File: src/logic/id_config.svh
`ifndef ID_CONFIG_SVH
`define ID_CONFIG_SVH

// data path and address width of the core
`define ID_XLEN       32

// register file geometry
`define ID_RADDR_W    5
`define ID_NUM_REGS   32

// one bit per alu operation, one-hot
`define ID_ALU_OP_W   12

`endif

File: src/logic/id_pkg.sv
`include "id_config.svh"

package id_pkg;

    typedef logic [`ID_XLEN-1:0]     word_t;
    typedef logic [`ID_RADDR_W-1:0]  reg_addr_t;
    typedef logic [`ID_ALU_OP_W-1:0] alu_op_t;

    // bit positions inside alu_op_t
    localparam int ALU_ADD  = 0;
    localparam int ALU_SUB  = 1;
    localparam int ALU_SLT  = 2;
    localparam int ALU_SLTU = 3;
    localparam int ALU_AND  = 4;
    localparam int ALU_NOR  = 5;
    localparam int ALU_OR   = 6;
    localparam int ALU_XOR  = 7;
    localparam int ALU_SLL  = 8;
    localparam int ALU_SRL  = 9;
    localparam int ALU_SRA  = 10;
    localparam int ALU_LUI  = 11;

    typedef enum logic [3:0] {
        BR_NONE, BR_BEQ, BR_BNE, BR_BLT, BR_BGE,
        BR_BLTU, BR_BGEU, BR_B, BR_BL, BR_JIRL
    } br_kind_t;

    typedef struct packed {
        alu_op_t   alu_op;
        logic      src1_is_pc;
        logic      src2_is_imm;
        word_t     imm;
        reg_addr_t raddr1;     // always rj
        reg_addr_t raddr2;     // rd or rk
        logic      need_r1;
        logic      need_r2;
        logic      rf_we;
        reg_addr_t dest;
        logic      is_load;
        logic      is_store;
        br_kind_t  br_kind;
        word_t     br_offs;    // already shifted by 2
    } dec_ctrl_t;

endpackage

File: src/logic/rf_read_if.sv
`timescale 1ns/1ps

// two combinational read ports of the register file
interface rf_read_if;
    import id_pkg::*;

    reg_addr_t raddr1;
    reg_addr_t raddr2;
    word_t     rdata1;
    word_t     rdata2;

    modport reader (
        output raddr1,
        output raddr2,
        input  rdata1,
        input  rdata2
    );

    modport rf (
        input  raddr1,
        input  raddr2,
        output rdata1,
        output rdata2
    );

endinterface

File: src/logic/branch_unit.sv
`timescale 1ns/1ps

module branch_unit (
    input  id_pkg::dec_ctrl_t  ctrl,
    input  logic               id_valid,
    input  id_pkg::word_t      id_pc,
    input  id_pkg::word_t      rj_value,
    input  id_pkg::word_t      rkd_value,
    input  logic               stall,
    output logic               br_taken,
    output id_pkg::word_t      br_target,
    output logic               br_stall
);
    import id_pkg::*;

    logic rj_eq_rd;
    logic rj_lt_rd;
    logic rj_ltu_rd;
    logic cond;

    assign rj_eq_rd  = rj_value == rkd_value;
    assign rj_lt_rd  = $signed(rj_value) < $signed(rkd_value);
    assign rj_ltu_rd = rj_value < rkd_value;

    always_comb begin
        case (ctrl.br_kind)
            BR_BEQ:                cond = rj_eq_rd;
            BR_BNE:                cond = !rj_eq_rd;
            BR_BLT:                cond = rj_lt_rd;
            BR_BGE:                cond = !rj_lt_rd;
            BR_BLTU:               cond = rj_ltu_rd;
            BR_BGEU:               cond = !rj_ltu_rd;
            BR_B, BR_BL, BR_JIRL:  cond = 1'b1;    // unconditional
            default:               cond = 1'b0;
        endcase
    end

    // compare is only trusted once the operands are final
    assign br_taken  = id_valid & ~stall & cond;
    assign br_target = (ctrl.br_kind == BR_JIRL) ? rj_value + ctrl.br_offs
                                                 : id_pc + ctrl.br_offs;
    assign br_stall  = id_valid & stall & (ctrl.br_kind != BR_NONE);

endmodule

File: src/logic/id_pipe_reg.sv
`timescale 1ns/1ps

module id_pipe_reg (
    input  logic           clk,
    input  logic           resetn,
    input  logic           fetch_valid,
    input  id_pkg::word_t  fetch_inst,
    input  id_pkg::word_t  fetch_pc,
    input  logic           ex_allowin,
    input  logic           stall,
    input  logic           br_taken,
    output logic           id_valid,
    output id_pkg::word_t  id_inst,
    output id_pkg::word_t  id_pc,
    output logic           id_allowin,
    output logic           issue_valid
);

    logic ready_go;

    assign ready_go    = ~stall;
    // a taken branch drops whatever fetch offers this cycle
    assign id_allowin  = ~id_valid | (ready_go & ex_allowin) | br_taken;
    assign issue_valid = id_valid & ready_go;

    always_ff @(posedge clk) begin
        if (!resetn) begin
            id_valid <= 1'b0;
        end else if (br_taken) begin
            id_valid <= 1'b0;              // wrong-path slot
        end else if (id_allowin) begin
            id_valid <= fetch_valid;
        end
    end

    always_ff @(posedge clk) begin
        if (fetch_valid && id_allowin) begin
            id_inst <= fetch_inst;
            id_pc   <= fetch_pc;
        end
    end

endmodule

File: src/logic/id_stage.sv
`timescale 1ns/1ps

module id_stage (
    input  logic               clk,
    input  logic               resetn,
    input  logic               fetch_valid,
    input  id_pkg::word_t      fetch_inst,
    input  id_pkg::word_t      fetch_pc,
    input  logic               ex_allowin,
    input  logic               ex_rf_we,
    input  id_pkg::reg_addr_t  ex_rf_waddr,
    input  id_pkg::word_t      ex_rf_wdata,
    input  logic               ex_res_late,
    input  logic               mem_rf_we,
    input  id_pkg::reg_addr_t  mem_rf_waddr,
    input  id_pkg::word_t      mem_rf_wdata,
    input  logic               mem_res_late,
    input  logic               wb_rf_we,
    input  id_pkg::reg_addr_t  wb_rf_waddr,
    input  id_pkg::word_t      wb_rf_wdata,
    output logic               id_allowin,
    output logic               issue_valid,
    output id_pkg::alu_op_t    issue_alu_op,
    output id_pkg::word_t      issue_src1,
    output id_pkg::word_t      issue_src2,
    output id_pkg::word_t      issue_store_data,
    output id_pkg::word_t      issue_pc,
    output logic               issue_rf_we,
    output id_pkg::reg_addr_t  issue_rf_waddr,
    output logic               issue_load,
    output logic               issue_store,
    output logic               br_taken,
    output id_pkg::word_t      br_target,
    output logic               br_stall
);
    import id_pkg::*;

    logic      id_valid;
    word_t     id_inst;
    word_t     id_pc;
    dec_ctrl_t ctrl;
    logic      stall;
    word_t     rj_value;
    word_t     rkd_value;

    rf_read_if rf_bus ();

    id_pipe_reg u_pipe_reg (
        .clk         (clk),
        .resetn      (resetn),
        .fetch_valid (fetch_valid),
        .fetch_inst  (fetch_inst),
        .fetch_pc    (fetch_pc),
        .ex_allowin  (ex_allowin),
        .stall       (stall),
        .br_taken    (br_taken),
        .id_valid    (id_valid),
        .id_inst     (id_inst),
        .id_pc       (id_pc),
        .id_allowin  (id_allowin),
        .issue_valid (issue_valid)
    );

    inst_decoder u_decoder (
        .id_inst (id_inst),
        .ctrl    (ctrl)
    );

    regfile u_regfile (
        .clk   (clk),
        .we    (wb_rf_we),
        .waddr (wb_rf_waddr),
        .wdata (wb_rf_wdata),
        .rf    (rf_bus.rf)
    );

    operand_bypass u_bypass (
        .ctrl         (ctrl),
        .id_pc        (id_pc),
        .ex_rf_we     (ex_rf_we),
        .ex_rf_waddr  (ex_rf_waddr),
        .ex_rf_wdata  (ex_rf_wdata),
        .ex_res_late  (ex_res_late),
        .mem_rf_we    (mem_rf_we),
        .mem_rf_waddr (mem_rf_waddr),
        .mem_rf_wdata (mem_rf_wdata),
        .mem_res_late (mem_res_late),
        .wb_rf_we     (wb_rf_we),
        .wb_rf_waddr  (wb_rf_waddr),
        .wb_rf_wdata  (wb_rf_wdata),
        .rd_port      (rf_bus.reader),
        .rj_value     (rj_value),
        .rkd_value    (rkd_value),
        .src1         (issue_src1),
        .src2         (issue_src2),
        .stall        (stall)
    );

    branch_unit u_branch (
        .ctrl      (ctrl),
        .id_valid  (id_valid),
        .id_pc     (id_pc),
        .rj_value  (rj_value),
        .rkd_value (rkd_value),
        .stall     (stall),
        .br_taken  (br_taken),
        .br_target (br_target),
        .br_stall  (br_stall)
    );

    assign issue_alu_op     = ctrl.alu_op;
    assign issue_store_data = rkd_value;    // st.w reads rd through port 2
    assign issue_pc         = id_pc;
    assign issue_rf_we      = ctrl.rf_we;
    assign issue_rf_waddr   = ctrl.dest;
    assign issue_load       = ctrl.is_load;
    assign issue_store      = ctrl.is_store;

endmodule

File: src/logic/inst_decoder.sv
`timescale 1ns/1ps

module inst_decoder (
    input  id_pkg::word_t     id_inst,
    output id_pkg::dec_ctrl_t ctrl
);
    import id_pkg::*;

    wire [5:0]  op_31_26 = id_inst[31:26];
    wire [3:0]  op_25_22 = id_inst[25:22];
    wire [1:0]  op_21_20 = id_inst[21:20];
    wire [4:0]  op_19_15 = id_inst[19:15];
    wire reg_addr_t rd   = id_inst[4:0];
    wire reg_addr_t rj   = id_inst[9:5];
    wire reg_addr_t rk   = id_inst[14:10];
    wire [11:0] i12      = id_inst[21:10];
    wire [19:0] i20      = id_inst[24:5];
    wire [15:0] i16      = id_inst[25:10];
    wire [25:0] i26      = {id_inst[9:0], id_inst[25:10]};

    // opcode groups shared by several instructions
    wire grp_op0 = op_31_26 == 6'h00;
    wire grp_3r  = grp_op0 && op_25_22 == 4'h0 && op_21_20 == 2'h1;
    wire grp_sh  = grp_op0 && op_25_22 == 4'h1 && op_21_20 == 2'h0;
    wire grp_mem = op_31_26 == 6'h0a;

    wire inst_add_w     = grp_3r && op_19_15 == 5'h00;
    wire inst_sub_w     = grp_3r && op_19_15 == 5'h02;
    wire inst_slt       = grp_3r && op_19_15 == 5'h04;
    wire inst_sltu      = grp_3r && op_19_15 == 5'h05;
    wire inst_nor       = grp_3r && op_19_15 == 5'h08;
    wire inst_and       = grp_3r && op_19_15 == 5'h09;
    wire inst_or        = grp_3r && op_19_15 == 5'h0a;
    wire inst_xor       = grp_3r && op_19_15 == 5'h0b;
    wire inst_sll_w     = grp_3r && op_19_15 == 5'h0e;
    wire inst_srl_w     = grp_3r && op_19_15 == 5'h0f;
    wire inst_sra_w     = grp_3r && op_19_15 == 5'h10;
    wire inst_slli_w    = grp_sh && op_19_15 == 5'h01;
    wire inst_srli_w    = grp_sh && op_19_15 == 5'h09;
    wire inst_srai_w    = grp_sh && op_19_15 == 5'h11;
    wire inst_slti      = grp_op0 && op_25_22 == 4'h8;
    wire inst_sltui     = grp_op0 && op_25_22 == 4'h9;
    wire inst_addi_w    = grp_op0 && op_25_22 == 4'ha;
    wire inst_andi      = grp_op0 && op_25_22 == 4'hd;
    wire inst_ori       = grp_op0 && op_25_22 == 4'he;
    wire inst_xori      = grp_op0 && op_25_22 == 4'hf;
    wire inst_lu12i_w   = op_31_26 == 6'h05 && !id_inst[25];
    wire inst_pcaddu12i = op_31_26 == 6'h07 && !id_inst[25];
    wire inst_ld_w      = grp_mem && op_25_22 == 4'h2;
    wire inst_st_w      = grp_mem && op_25_22 == 4'h6;

    // conditional branches compare rj with rd
    wire inst_cond_br   = op_31_26 >= 6'h16 && op_31_26 <= 6'h1b;
    wire inst_jirl      = op_31_26 == 6'h13;
    wire inst_b         = op_31_26 == 6'h14;
    wire inst_bl        = op_31_26 == 6'h15;

    wire is_shift_imm   = inst_slli_w | inst_srli_w | inst_srai_w;
    wire is_si12        = inst_addi_w | inst_slti | inst_sltui | inst_ld_w | inst_st_w;
    wire is_ui12        = inst_andi | inst_ori | inst_xori;
    wire is_si20        = inst_lu12i_w | inst_pcaddu12i;
    wire is_link        = inst_jirl | inst_bl;    // src2 is the constant 4
    wire is_alu_rr      = grp_3r && (inst_add_w | inst_sub_w | inst_slt | inst_sltu | inst_nor
                          | inst_and | inst_or | inst_xor | inst_sll_w | inst_srl_w | inst_sra_w);
    wire known          = is_alu_rr | is_shift_imm | is_si12 | is_ui12 | is_si20
                          | inst_cond_br | inst_jirl | inst_b | inst_bl;

    always_comb begin
        ctrl = '0;
        ctrl.alu_op[ALU_ADD]  = inst_add_w | inst_addi_w | inst_ld_w | inst_st_w
                                | is_link | inst_pcaddu12i;
        ctrl.alu_op[ALU_SUB]  = inst_sub_w;
        ctrl.alu_op[ALU_SLT]  = inst_slt | inst_slti;
        ctrl.alu_op[ALU_SLTU] = inst_sltu | inst_sltui;
        ctrl.alu_op[ALU_AND]  = inst_and | inst_andi;
        ctrl.alu_op[ALU_NOR]  = inst_nor;
        ctrl.alu_op[ALU_OR]   = inst_or | inst_ori;
        ctrl.alu_op[ALU_XOR]  = inst_xor | inst_xori;
        ctrl.alu_op[ALU_SLL]  = inst_sll_w | inst_slli_w;
        ctrl.alu_op[ALU_SRL]  = inst_srl_w | inst_srli_w;
        ctrl.alu_op[ALU_SRA]  = inst_sra_w | inst_srai_w;
        ctrl.alu_op[ALU_LUI]  = inst_lu12i_w;

        ctrl.src1_is_pc  = inst_pcaddu12i | is_link;
        ctrl.src2_is_imm = is_shift_imm | is_si12 | is_ui12 | is_si20 | is_link;
        if (is_link) begin
            ctrl.imm = 32'd4;
        end else if (is_si20) begin
            ctrl.imm = {i20, 12'b0};
        end else if (is_shift_imm || is_si12) begin
            ctrl.imm = {{20{i12[11]}}, i12};    // ui5 sits in the low bits
        end else begin
            ctrl.imm = {20'b0, i12};
        end

        ctrl.raddr1   = rj;
        ctrl.raddr2   = (inst_st_w || inst_cond_br) ? rd : rk;
        ctrl.need_r1  = known & ~(inst_b | inst_bl | is_si20);
        ctrl.need_r2  = is_alu_rr | inst_st_w | inst_cond_br;
        ctrl.rf_we    = known & ~(inst_st_w | inst_cond_br | inst_b);
        ctrl.dest     = inst_bl ? reg_addr_t'(1) : rd;
        ctrl.is_load  = inst_ld_w;
        ctrl.is_store = inst_st_w;

        case (op_31_26)
            6'h13:   ctrl.br_kind = BR_JIRL;
            6'h14:   ctrl.br_kind = BR_B;
            6'h15:   ctrl.br_kind = BR_BL;
            6'h16:   ctrl.br_kind = BR_BEQ;
            6'h17:   ctrl.br_kind = BR_BNE;
            6'h18:   ctrl.br_kind = BR_BLT;
            6'h19:   ctrl.br_kind = BR_BGE;
            6'h1a:   ctrl.br_kind = BR_BLTU;
            6'h1b:   ctrl.br_kind = BR_BGEU;
            default: ctrl.br_kind = BR_NONE;
        endcase
        ctrl.br_offs = (inst_b || inst_bl) ? {{4{i26[25]}}, i26, 2'b0}
                                           : {{14{i16[15]}}, i16, 2'b0};
    end

endmodule

File: src/logic/operand_bypass.sv
`timescale 1ns/1ps

module operand_bypass (
    input  id_pkg::dec_ctrl_t  ctrl,
    input  id_pkg::word_t      id_pc,
    input  logic               ex_rf_we,
    input  id_pkg::reg_addr_t  ex_rf_waddr,
    input  id_pkg::word_t      ex_rf_wdata,
    input  logic               ex_res_late,
    input  logic               mem_rf_we,
    input  id_pkg::reg_addr_t  mem_rf_waddr,
    input  id_pkg::word_t      mem_rf_wdata,
    input  logic               mem_res_late,
    input  logic               wb_rf_we,
    input  id_pkg::reg_addr_t  wb_rf_waddr,
    input  id_pkg::word_t      wb_rf_wdata,
    rf_read_if.reader          rd_port,
    output id_pkg::word_t      rj_value,
    output id_pkg::word_t      rkd_value,
    output id_pkg::word_t      src1,
    output id_pkg::word_t      src2,
    output logic               stall
);
    import id_pkg::*;

    logic r1_ex, r1_mem, r1_wb;
    logic r2_ex, r2_mem, r2_wb;

    // a needed, nonzero source that an older stage is about to write
    function automatic logic hit(input logic need, input reg_addr_t ra,
                                 input logic we, input reg_addr_t wa);
        return need && ra != '0 && we && ra == wa;
    endfunction

    // youngest producer wins
    function automatic word_t pick(input logic h_ex, input logic h_mem,
                                   input logic h_wb, input word_t rf_data);
        return h_ex  ? ex_rf_wdata  :
               h_mem ? mem_rf_wdata :
               h_wb  ? wb_rf_wdata  : rf_data;
    endfunction

    assign rd_port.raddr1 = ctrl.raddr1;
    assign rd_port.raddr2 = ctrl.raddr2;

    assign r1_ex  = hit(ctrl.need_r1, ctrl.raddr1, ex_rf_we,  ex_rf_waddr);
    assign r1_mem = hit(ctrl.need_r1, ctrl.raddr1, mem_rf_we, mem_rf_waddr);
    assign r1_wb  = hit(ctrl.need_r1, ctrl.raddr1, wb_rf_we,  wb_rf_waddr);
    assign r2_ex  = hit(ctrl.need_r2, ctrl.raddr2, ex_rf_we,  ex_rf_waddr);
    assign r2_mem = hit(ctrl.need_r2, ctrl.raddr2, mem_rf_we, mem_rf_waddr);
    assign r2_wb  = hit(ctrl.need_r2, ctrl.raddr2, wb_rf_we,  wb_rf_waddr);

    // result not produced yet, e.g. load data still in flight
    assign stall = (ex_res_late  & (r1_ex  | r2_ex))
                 | (mem_res_late & (r1_mem | r2_mem));

    assign rj_value  = pick(r1_ex, r1_mem, r1_wb, rd_port.rdata1);
    assign rkd_value = pick(r2_ex, r2_mem, r2_wb, rd_port.rdata2);

    assign src1 = ctrl.src1_is_pc  ? id_pc    : rj_value;
    assign src2 = ctrl.src2_is_imm ? ctrl.imm : rkd_value;

endmodule

File: src/logic/regfile.sv
`timescale 1ns/1ps
`include "id_config.svh"

module regfile (
    input  logic                   clk,
    input  logic                   we,
    input  logic [`ID_RADDR_W-1:0] waddr,
    input  logic [`ID_XLEN-1:0]    wdata,
    rf_read_if.rf                  rf
);

    logic [`ID_XLEN-1:0] regs [0:`ID_NUM_REGS-1];

    always_ff @(posedge clk) begin
        if (we && waddr != '0) begin
            regs[waddr] <= wdata;    // r0 is never written
        end
    end

    // r0 is hardwired to zero
    assign rf.rdata1 = (rf.raddr1 == '0) ? '0 : regs[rf.raddr1];
    assign rf.rdata2 = (rf.raddr2 == '0) ? '0 : regs[rf.raddr2];

endmodule

File: config.mk
export PLATFORM = sky130hd
export DESIGN_NAME = id_stage
export DESIGN_NICKNAME = d
export VERILOG_FILES = /design/src/logic/id_pkg.sv /design/src/logic/rf_read_if.sv /design/src/logic/branch_unit.sv /design/src/logic/id_pipe_reg.sv /design/src/logic/id_stage.sv /design/src/logic/inst_decoder.sv /design/src/logic/operand_bypass.sv /design/src/logic/regfile.sv
export VERILOG_INCLUDE_DIRS = /design/src /design/src/logic
export SDC_FILE = /design/constraint.sdc
export NUM_CORES = 2
export LEC_CHECK = 0
export ABC_AREA = 1
export BUFFER_PORTS_ARGS = -buffer_cell sky130_fd_sc_hd__buf_2
export CAP_MARGIN = 20
export CELL_PAD_IN_SITES_DETAIL_PLACEMENT = 0
export CELL_PAD_IN_SITES_GLOBAL_PLACEMENT = 2
export CORE_UTILIZATION = 41
export CTS_CLUSTER_SIZE = 28
export DETAILED_ROUTE_END_ITERATION = 8
export HOLD_SLACK_MARGIN = 0.05
export PLACE_DENSITY = 0.94
export SYNTH_ARGS = -nofsm -noshare
export SYNTH_HDL_FRONTEND = slang
export SYNTH_SLANG_ARGS = --single-unit
File: constraint.sdc
create_clock -name clk -period 16.4 [get_ports clk]
set_input_delay 4.92 -clock clk [delete_from_list [all_inputs] [get_ports clk]]
set_output_delay 4.92 -clock clk [all_outputs]
set_load 0.01 [all_outputs]
==> Word level (Yosys, flattened, before mapping) <==
Memories as Yosys holds them, arrays and structs flattened. A register that Yosys moved wholly into a read port is not among the register bits.
Cells that the tools add are included.
{ "totals": {"regBits": 65, "mem_bits_rw": 1024, "romBits": 128, "inputBits": 184, "output_inout_bits": 184, "word_cells": 214, "n_memories": 2} }
{ "op_classes": {"add_sub_neg": 2, "magnitude_cmp": 4, "eq_ne": 44, "mux": 23, "bitwise_logic": 71, "n_reduce_logical": 65} }
{ "memory_table": {"columns": ["name", "words", "word_bits", "rd", "rd_ports_with_merged_regs", "write_ports", "line_no", "rtl"], "rows": [
  ["u_regfile.regs", 32, 32, 2, 1, 1, "regfile.sv:12", "logic [`ID_XLEN-1:0] regs [0:`ID_NUM_REGS-1];"],
  ["(no name shown)", 32, 4, 1, 1, 0, "inst_decoder.sv:105", "case (op_31_26)"]
]} }
{ "op_table": {"columns": ["op", "count"], "rows": [
  ["2-to-1 mux 32 bit", 15],
  ["adder 32 bit", 2],
  ["< comparator 32 bit", 2],
  ["bitwise OR 1 bit", 57],
  ["logical AND 1 bit", 46],
  ["== test 32 bit", 1],
  ["== test 4 bit (second input constant)", 8],
  ["== test 5 x 4 -> 1 bit (second input constant)", 6],
  ["== test 5 bit", 6],
  ["== test 4 x 3 -> 1 bit (second input constant)", 5],
  ["2-to-1 mux 5 bit", 4],
  ["== test 6 x 5 -> 1 bit (second input constant)", 3],
  ["logical NOT 5 bit", 3],
  ["nonzero test 5 bit", 3],
  ["== test 4 x 2 -> 1 bit (second input constant)", 3],
  ["== test 6 x 3 -> 1 bit (second input constant)", 2],
  ["== test 5 x 3 -> 1 bit (second input constant)", 2],
  ["== test 5 bit (second input constant)", 2],
  ["bitwise AND 1 bit", 9],
  ["== test 4 x 1 -> 1 bit (second input constant)", 2],
  ["case mux 1 bit (7 select lines)", 1],
  ["== test 6 x 4 -> 1 bit (second input constant)", 1],
  [">= comparator 6 x 5 -> 1 bit (second input constant)", 1],
  ["less-or-equal comparator 6 x 5 -> 1 bit (second input constant)", 1],
  ["14 further kinds", 24]
]} }

==> Longest topological paths before layout <==
{ "depth": {"depth_word": 37, "mapped_depth": 52, "mapped_depth_nobuf": 48} }

==> Cells and area by module <==
Synthesis repeated with hierarchy kept, for this count alone.
{ "unflattened": {"hier_cells": 7850, "area_unflattened_um2": 63558.5} }
{ "by_module_without_submodules": {"columns": ["module", "n_inst", "cells_per_inst", "area_per_inst_um2", "seq_area_each_um2"], "rows": [
  ["regfile", 1, 5972, 51687.1, 30749.5],
  ["operand_bypass", 1, 1021, 5187.5, 0.0],
  ["branch_unit", 1, 505, 3185.6, 0.0],
  ["id_pipe_reg", 1, 76, 2001.9, 1941.9],
  ["inst_decoder", 1, 276, 1496.4, 0.0]
]} }

==> Worst setup path before layout <==
No wires, ideal clock.
{ "synth_path": {"path_type": "in2out", "startpoint": "input wb_rf_waddr[3]", "endpoint": "output br_target[28]", "arrival_ns": 8.951, "required_time_ns": 11.480, "setup_slack_ns": 2.529, "path_stages": 31, "path_buffers": 2, "cell_sequence": "clkbuf_1 > nor2_1 > nor4_1 > nand3_1 > nor3_1 > nand2_2 > buf_2 > nand4_1 > nand3_1 > o211ai_1 > o21ai_0 > nand2_1 > o21ai_0 > fa_1 > nand3_1 > nand2_1 > nand2_1 > nand2_1 > nand2_1 > nand2_1 > nand3_1 > nand2_1 > a21oi_1 > o21ai_0 > nand2_1 > nand2_1 > nand2_1 > nand2_1 > a21oi_1 > o21ai_0 > xor2_1"} }
{ "synth_between": {"elab_chain_len": 7} }
{ "synth_rtl": {"columns": ["element", "line_no", "rtl"], "rows": [
  ["from (decl)", "id_stage.sv:19", "input id_pkg::reg_addr_t wb_rf_waddr,"],
  ["== test 5 bit", "operand_bypass.sv:32", "return need && ra != '0 && we && ra == wa;"],
  ["logical AND 1 bit", "operand_bypass.sv:32", null],
  ["2-to-1 mux 32 bit", "operand_bypass.sv:40", "h_wb ? wb_rf_wdata : rf_data;"],
  ["2-to-1 mux 32 bit", "operand_bypass.sv:39", "h_mem ? mem_rf_wdata :"],
  ["2-to-1 mux 32 bit", "operand_bypass.sv:38", "return h_ex ? ex_rf_wdata :"],
  ["adder 32 bit", "branch_unit.sv:40", "assign br_target = (ctrl.br_kind == BR_JIRL) ? rj_value + ctrl.br_offs"],
  ["2-to-1 mux 32 bit", "branch_unit.sv:40", null],
  ["to (decl)", "id_stage.sv:33", "output id_pkg::word_t br_target,"]
]} }
No other way between the ends.

==> Worst setup path in the final report <==
{ "layout_path": {"startpoint": "input wb_rf_waddr[2]", "endpoint": "output br_target[28]"} }
The elaborated chain is that of the path after synthesis.

==> metrics.cfg <==
[cts]
numClockSinks = 1098
postCtsHoldBufs = 0
cts.clk_slew.worst_paths_ns = 0.06
clock_tree.htree_level_count = 3
post_cts_resized = 0
cts_root_buf = clkbuf_16
worstSkewPairLatency_ns = 0.78
clock_path_buffers = 3
cts_made_buffers = 119
cts_tree = built
cts_setup_buffers = 0

[yosys]
synth_xor_area_share_pct = 0.456
netlist_area_um2 = 59500
synth_ff_type = edfxtp_1
synth_top_family_by_area = simple AND/OR/NAND/NOR gates
yosys.area_share.simple_pct = 25.5
ys_ff_latch = 1098
synth_edf_count = 1088
synth-compound-area-share_pct = 12.2
synthAdderAreaFrac_pct = 1.38
muxShareOfSynthArea_pct = 0
yosys_warnings = 0
ys_types = 58
avgSynthCellArea_um2 = 8.84
ys_seq_area_share_pct = 55.2
syn-instance-count = 6733
synth_async_sr_flop_share_pct = 0

[timing]
fin_crit_ns = 15.31
post-route-period-util_pct = 93.3
report.final.slew_viol_count = 0
tightest_slew_ns = 1.05
setup_ws_ns = 1.09
maxSlewHeadroom_pct = 30.3
rsz0062_at_grt = false
finClkSkew_ns = 0.0823
finalSetupViolations = 0
max_freq_mhz = 65.3
hold_viol = 0
finalSetupTns_ns = 0

[pwr]
leakage_nw = 25.2
p_seq_share_pct = 42.1
internal_power_mw = 5.10
clockPowerShare_pct = 35.0
pwr-share-comb_pct = 22.9
swShare_pct = 32.9
ir_drop_uv = 95.8
switchingPower_mw = 2.50
powerDensity_nw_per_um2 = 114

[die]
pin_count = 368
fp.dieW_um = 383
die_y_um = 383
rows = 139
core_um2 = 144000
floorplan.initialDensity_pct = 41.4
die_area_um2 = 147000

[run]
max_cap_viol_count = 0

[route]
drc = 8
wire_per_inst_um = 28.8
met2_length_um = 113000
via_per_inst = 6.22
first_iter_violations = 8300
met1Wirelength_um = 99800
dr_wl_met3_um = 27900
dr.pass1.iters = 9
dr.max_layer_used = met5
drt.antenna.violating_nets = 0
num_vias = 55100
wl_um = 256000

[critical_path]
cpPeakStageDelay_ns = 0.44
path_class = in2out
crit_slowest_cell = fa_1
endpoint_kind = primary output
crit_start = wb_rf_waddr[2]
critPathMostFrequentCell = nand2_1
arrival_ns = 10.39
required_ns = 11.48
worst_setup_path_start_kind = input port
cp_max_fo = 21
crit-reg2reg-launch = u_pipe_reg.id_inst[25]$_DFFE_PN_

[min_path]
min_path_type = reg2reg
holdCritStartpoint = u_pipe_reg.id_valid$_SDFFE_PP0N_

[global_route]
grt_overflow_total = 0
grt_pass1_vias = 50600
antenna_found_initial = 46
grt_first_pass_wirelength_um = 361000
track_usage_pct = 33.8
grt_max_degree = 161

[place]
pre_cts_slack_ns = 1.26
port_buffers = 367
hpwl_um = 150000
place_congestion = 1.01

[final_layout]
drive_gt1_share_pct = 11.1
syn2layout_area_growth_pct = 12.2
n_fill_cell = 13700
multiInputGateArea_um2 = 23900
fin_nets = 7094
seqCellArea_um2 = 32900

[run_status]
violations = design-rule violations
status = finished with violations

cell usage in the layout, fill, tap and decap left out, types with 37 or more instances in the layout:
| master | instances |
|---|---|
| o21ai_1 | 52 |
| nand2_1 | 1574 |
| inv_1 | 232 |
| clkbuf_16 | 119 |
| edfxtp_1 | 1088 |
| o211ai_1 | 70 |
| ha_1 | 64 |
| o22ai_1 | 49 |
| buf_4 | 100 |
| nand3_1 | 1158 |
| a21oi_1 | 121 |
| nor2_4 | 37 |
| nor2_1 | 671 |
| o221ai_1 | 195 |
| buf_2 | 367 |
| o21ai_0 | 677 |
cell type report:
type | instances | area share [%]
diodes | 15 | 0.0562
flip-flops and latches | 1098 | 49.3
well taps | 1903 | 3.57
inverters | 254 | 1.49
clock buffers | 143 | 4.60
clock inverters | 74 | 1.04
repair buffers | 477 | 4.18
multi-input cells | 4895 | 35.8
worst max-delay path: cells and delay by family:
kind,cells,cell delay (ns)
fa+ha+maj,1,0.44
compound gates,7,1.46
simple gates,20,2.42
xor+xnor,1,0.28
buf+inv,4,0.84
power by group through the flow:
stage	clock (mW)	sequential (mW)	combinational (mW)
after detailed placement	0	3.25	1.69
after global routing	2.78	3.20	1.84
after CTS	2.68	3.19	1.69
after global placement	0	3.25	1.69
final	2.66	3.20	1.74
after floorplan	0	3.22	0.973
path summary, 6_finish.rpt:
kind                                       to  slack, ns  depth (start not counted)
max                             br_target[28]       1.09                         33
min          u_pipe_reg.id_valid$_SDFFE_PP0N_       0.56                          2
max reg2reg                              flop       7.19                         39
min reg2reg  u_pipe_reg.id_valid$_SDFFE_PP0N_       0.56                          2
registers in the layout, indices dropped and copies added (netlist names), named ones only:
name and count:
u_pipe_reg.id_inst 32, u_pipe_reg.id_pc 32, u_pipe_reg.id_valid 1, u_regfile.regs 1024
stage by stage:
step,std cells,hold slack [ns],cell area [um2],total power [mW],utilization [%]
after floorplan,6764,0.540,59600,4.20,-
after global placement,8627,0.554,63000,4.94,43.8
after detailed placement,8627,0.559,63000,4.94,43.8
after CTS,8844,0.569,66700,7.57,46.4
after global routing,8857,0.602,66800,7.82,46.4
final,8859,0.560,66800,7.59,46.4
synthesized netlist by cell type (11+ instances only):
cell type / instances / share of area, %
clkbuf_1: 324 / 2.0
edfxtp_1: 1088 / 55
xor2_1: 26 / 0.38
a21oi_1: 121 / 1.0
inv_1: 236 / 1.5
inv_2: 14 / 0.088
o22ai_1: 49 / 0.52
o21ai_2: 19 / 0.28
o21ai_1: 52 / 0.44
buf_1: 55 / 0.35
a31oi_1: 11 / 0.12
o211ai_1: 70 / 0.88
ha_1: 64 / 1.3
buf_4: 19 / 0.24
nand3_1: 1158 / 9.7
o21ai_0: 677 / 5.7
o221ai_1: 195 / 2.9
nor3_1: 12 / 0.10
nor2_1: 704 / 4.4
buf_2: 113 / 0.95
nand2_1: 1575 / 9.9
nor4_1: 11 / 0.12
nand4_1: 33 / 0.35
cell families after synthesis:
logic type / after synthesis
simple gates: 3548
compound gates: 1219
flops: 1098
buf+inv: 771
fa+ha+maj: 65
xor+xnor: 31
other cells: 1
metal layers:
metal / vias to the layer above / GRT usage [%]
met5: - / 0
met4: 24 / 17.8
met3: 702 / 6.07
met2: 3586 / 51.0
met1: 26700 / 46.3
li1: 24100 / -
No activity file was read; power rests on OpenSTA's default activity.
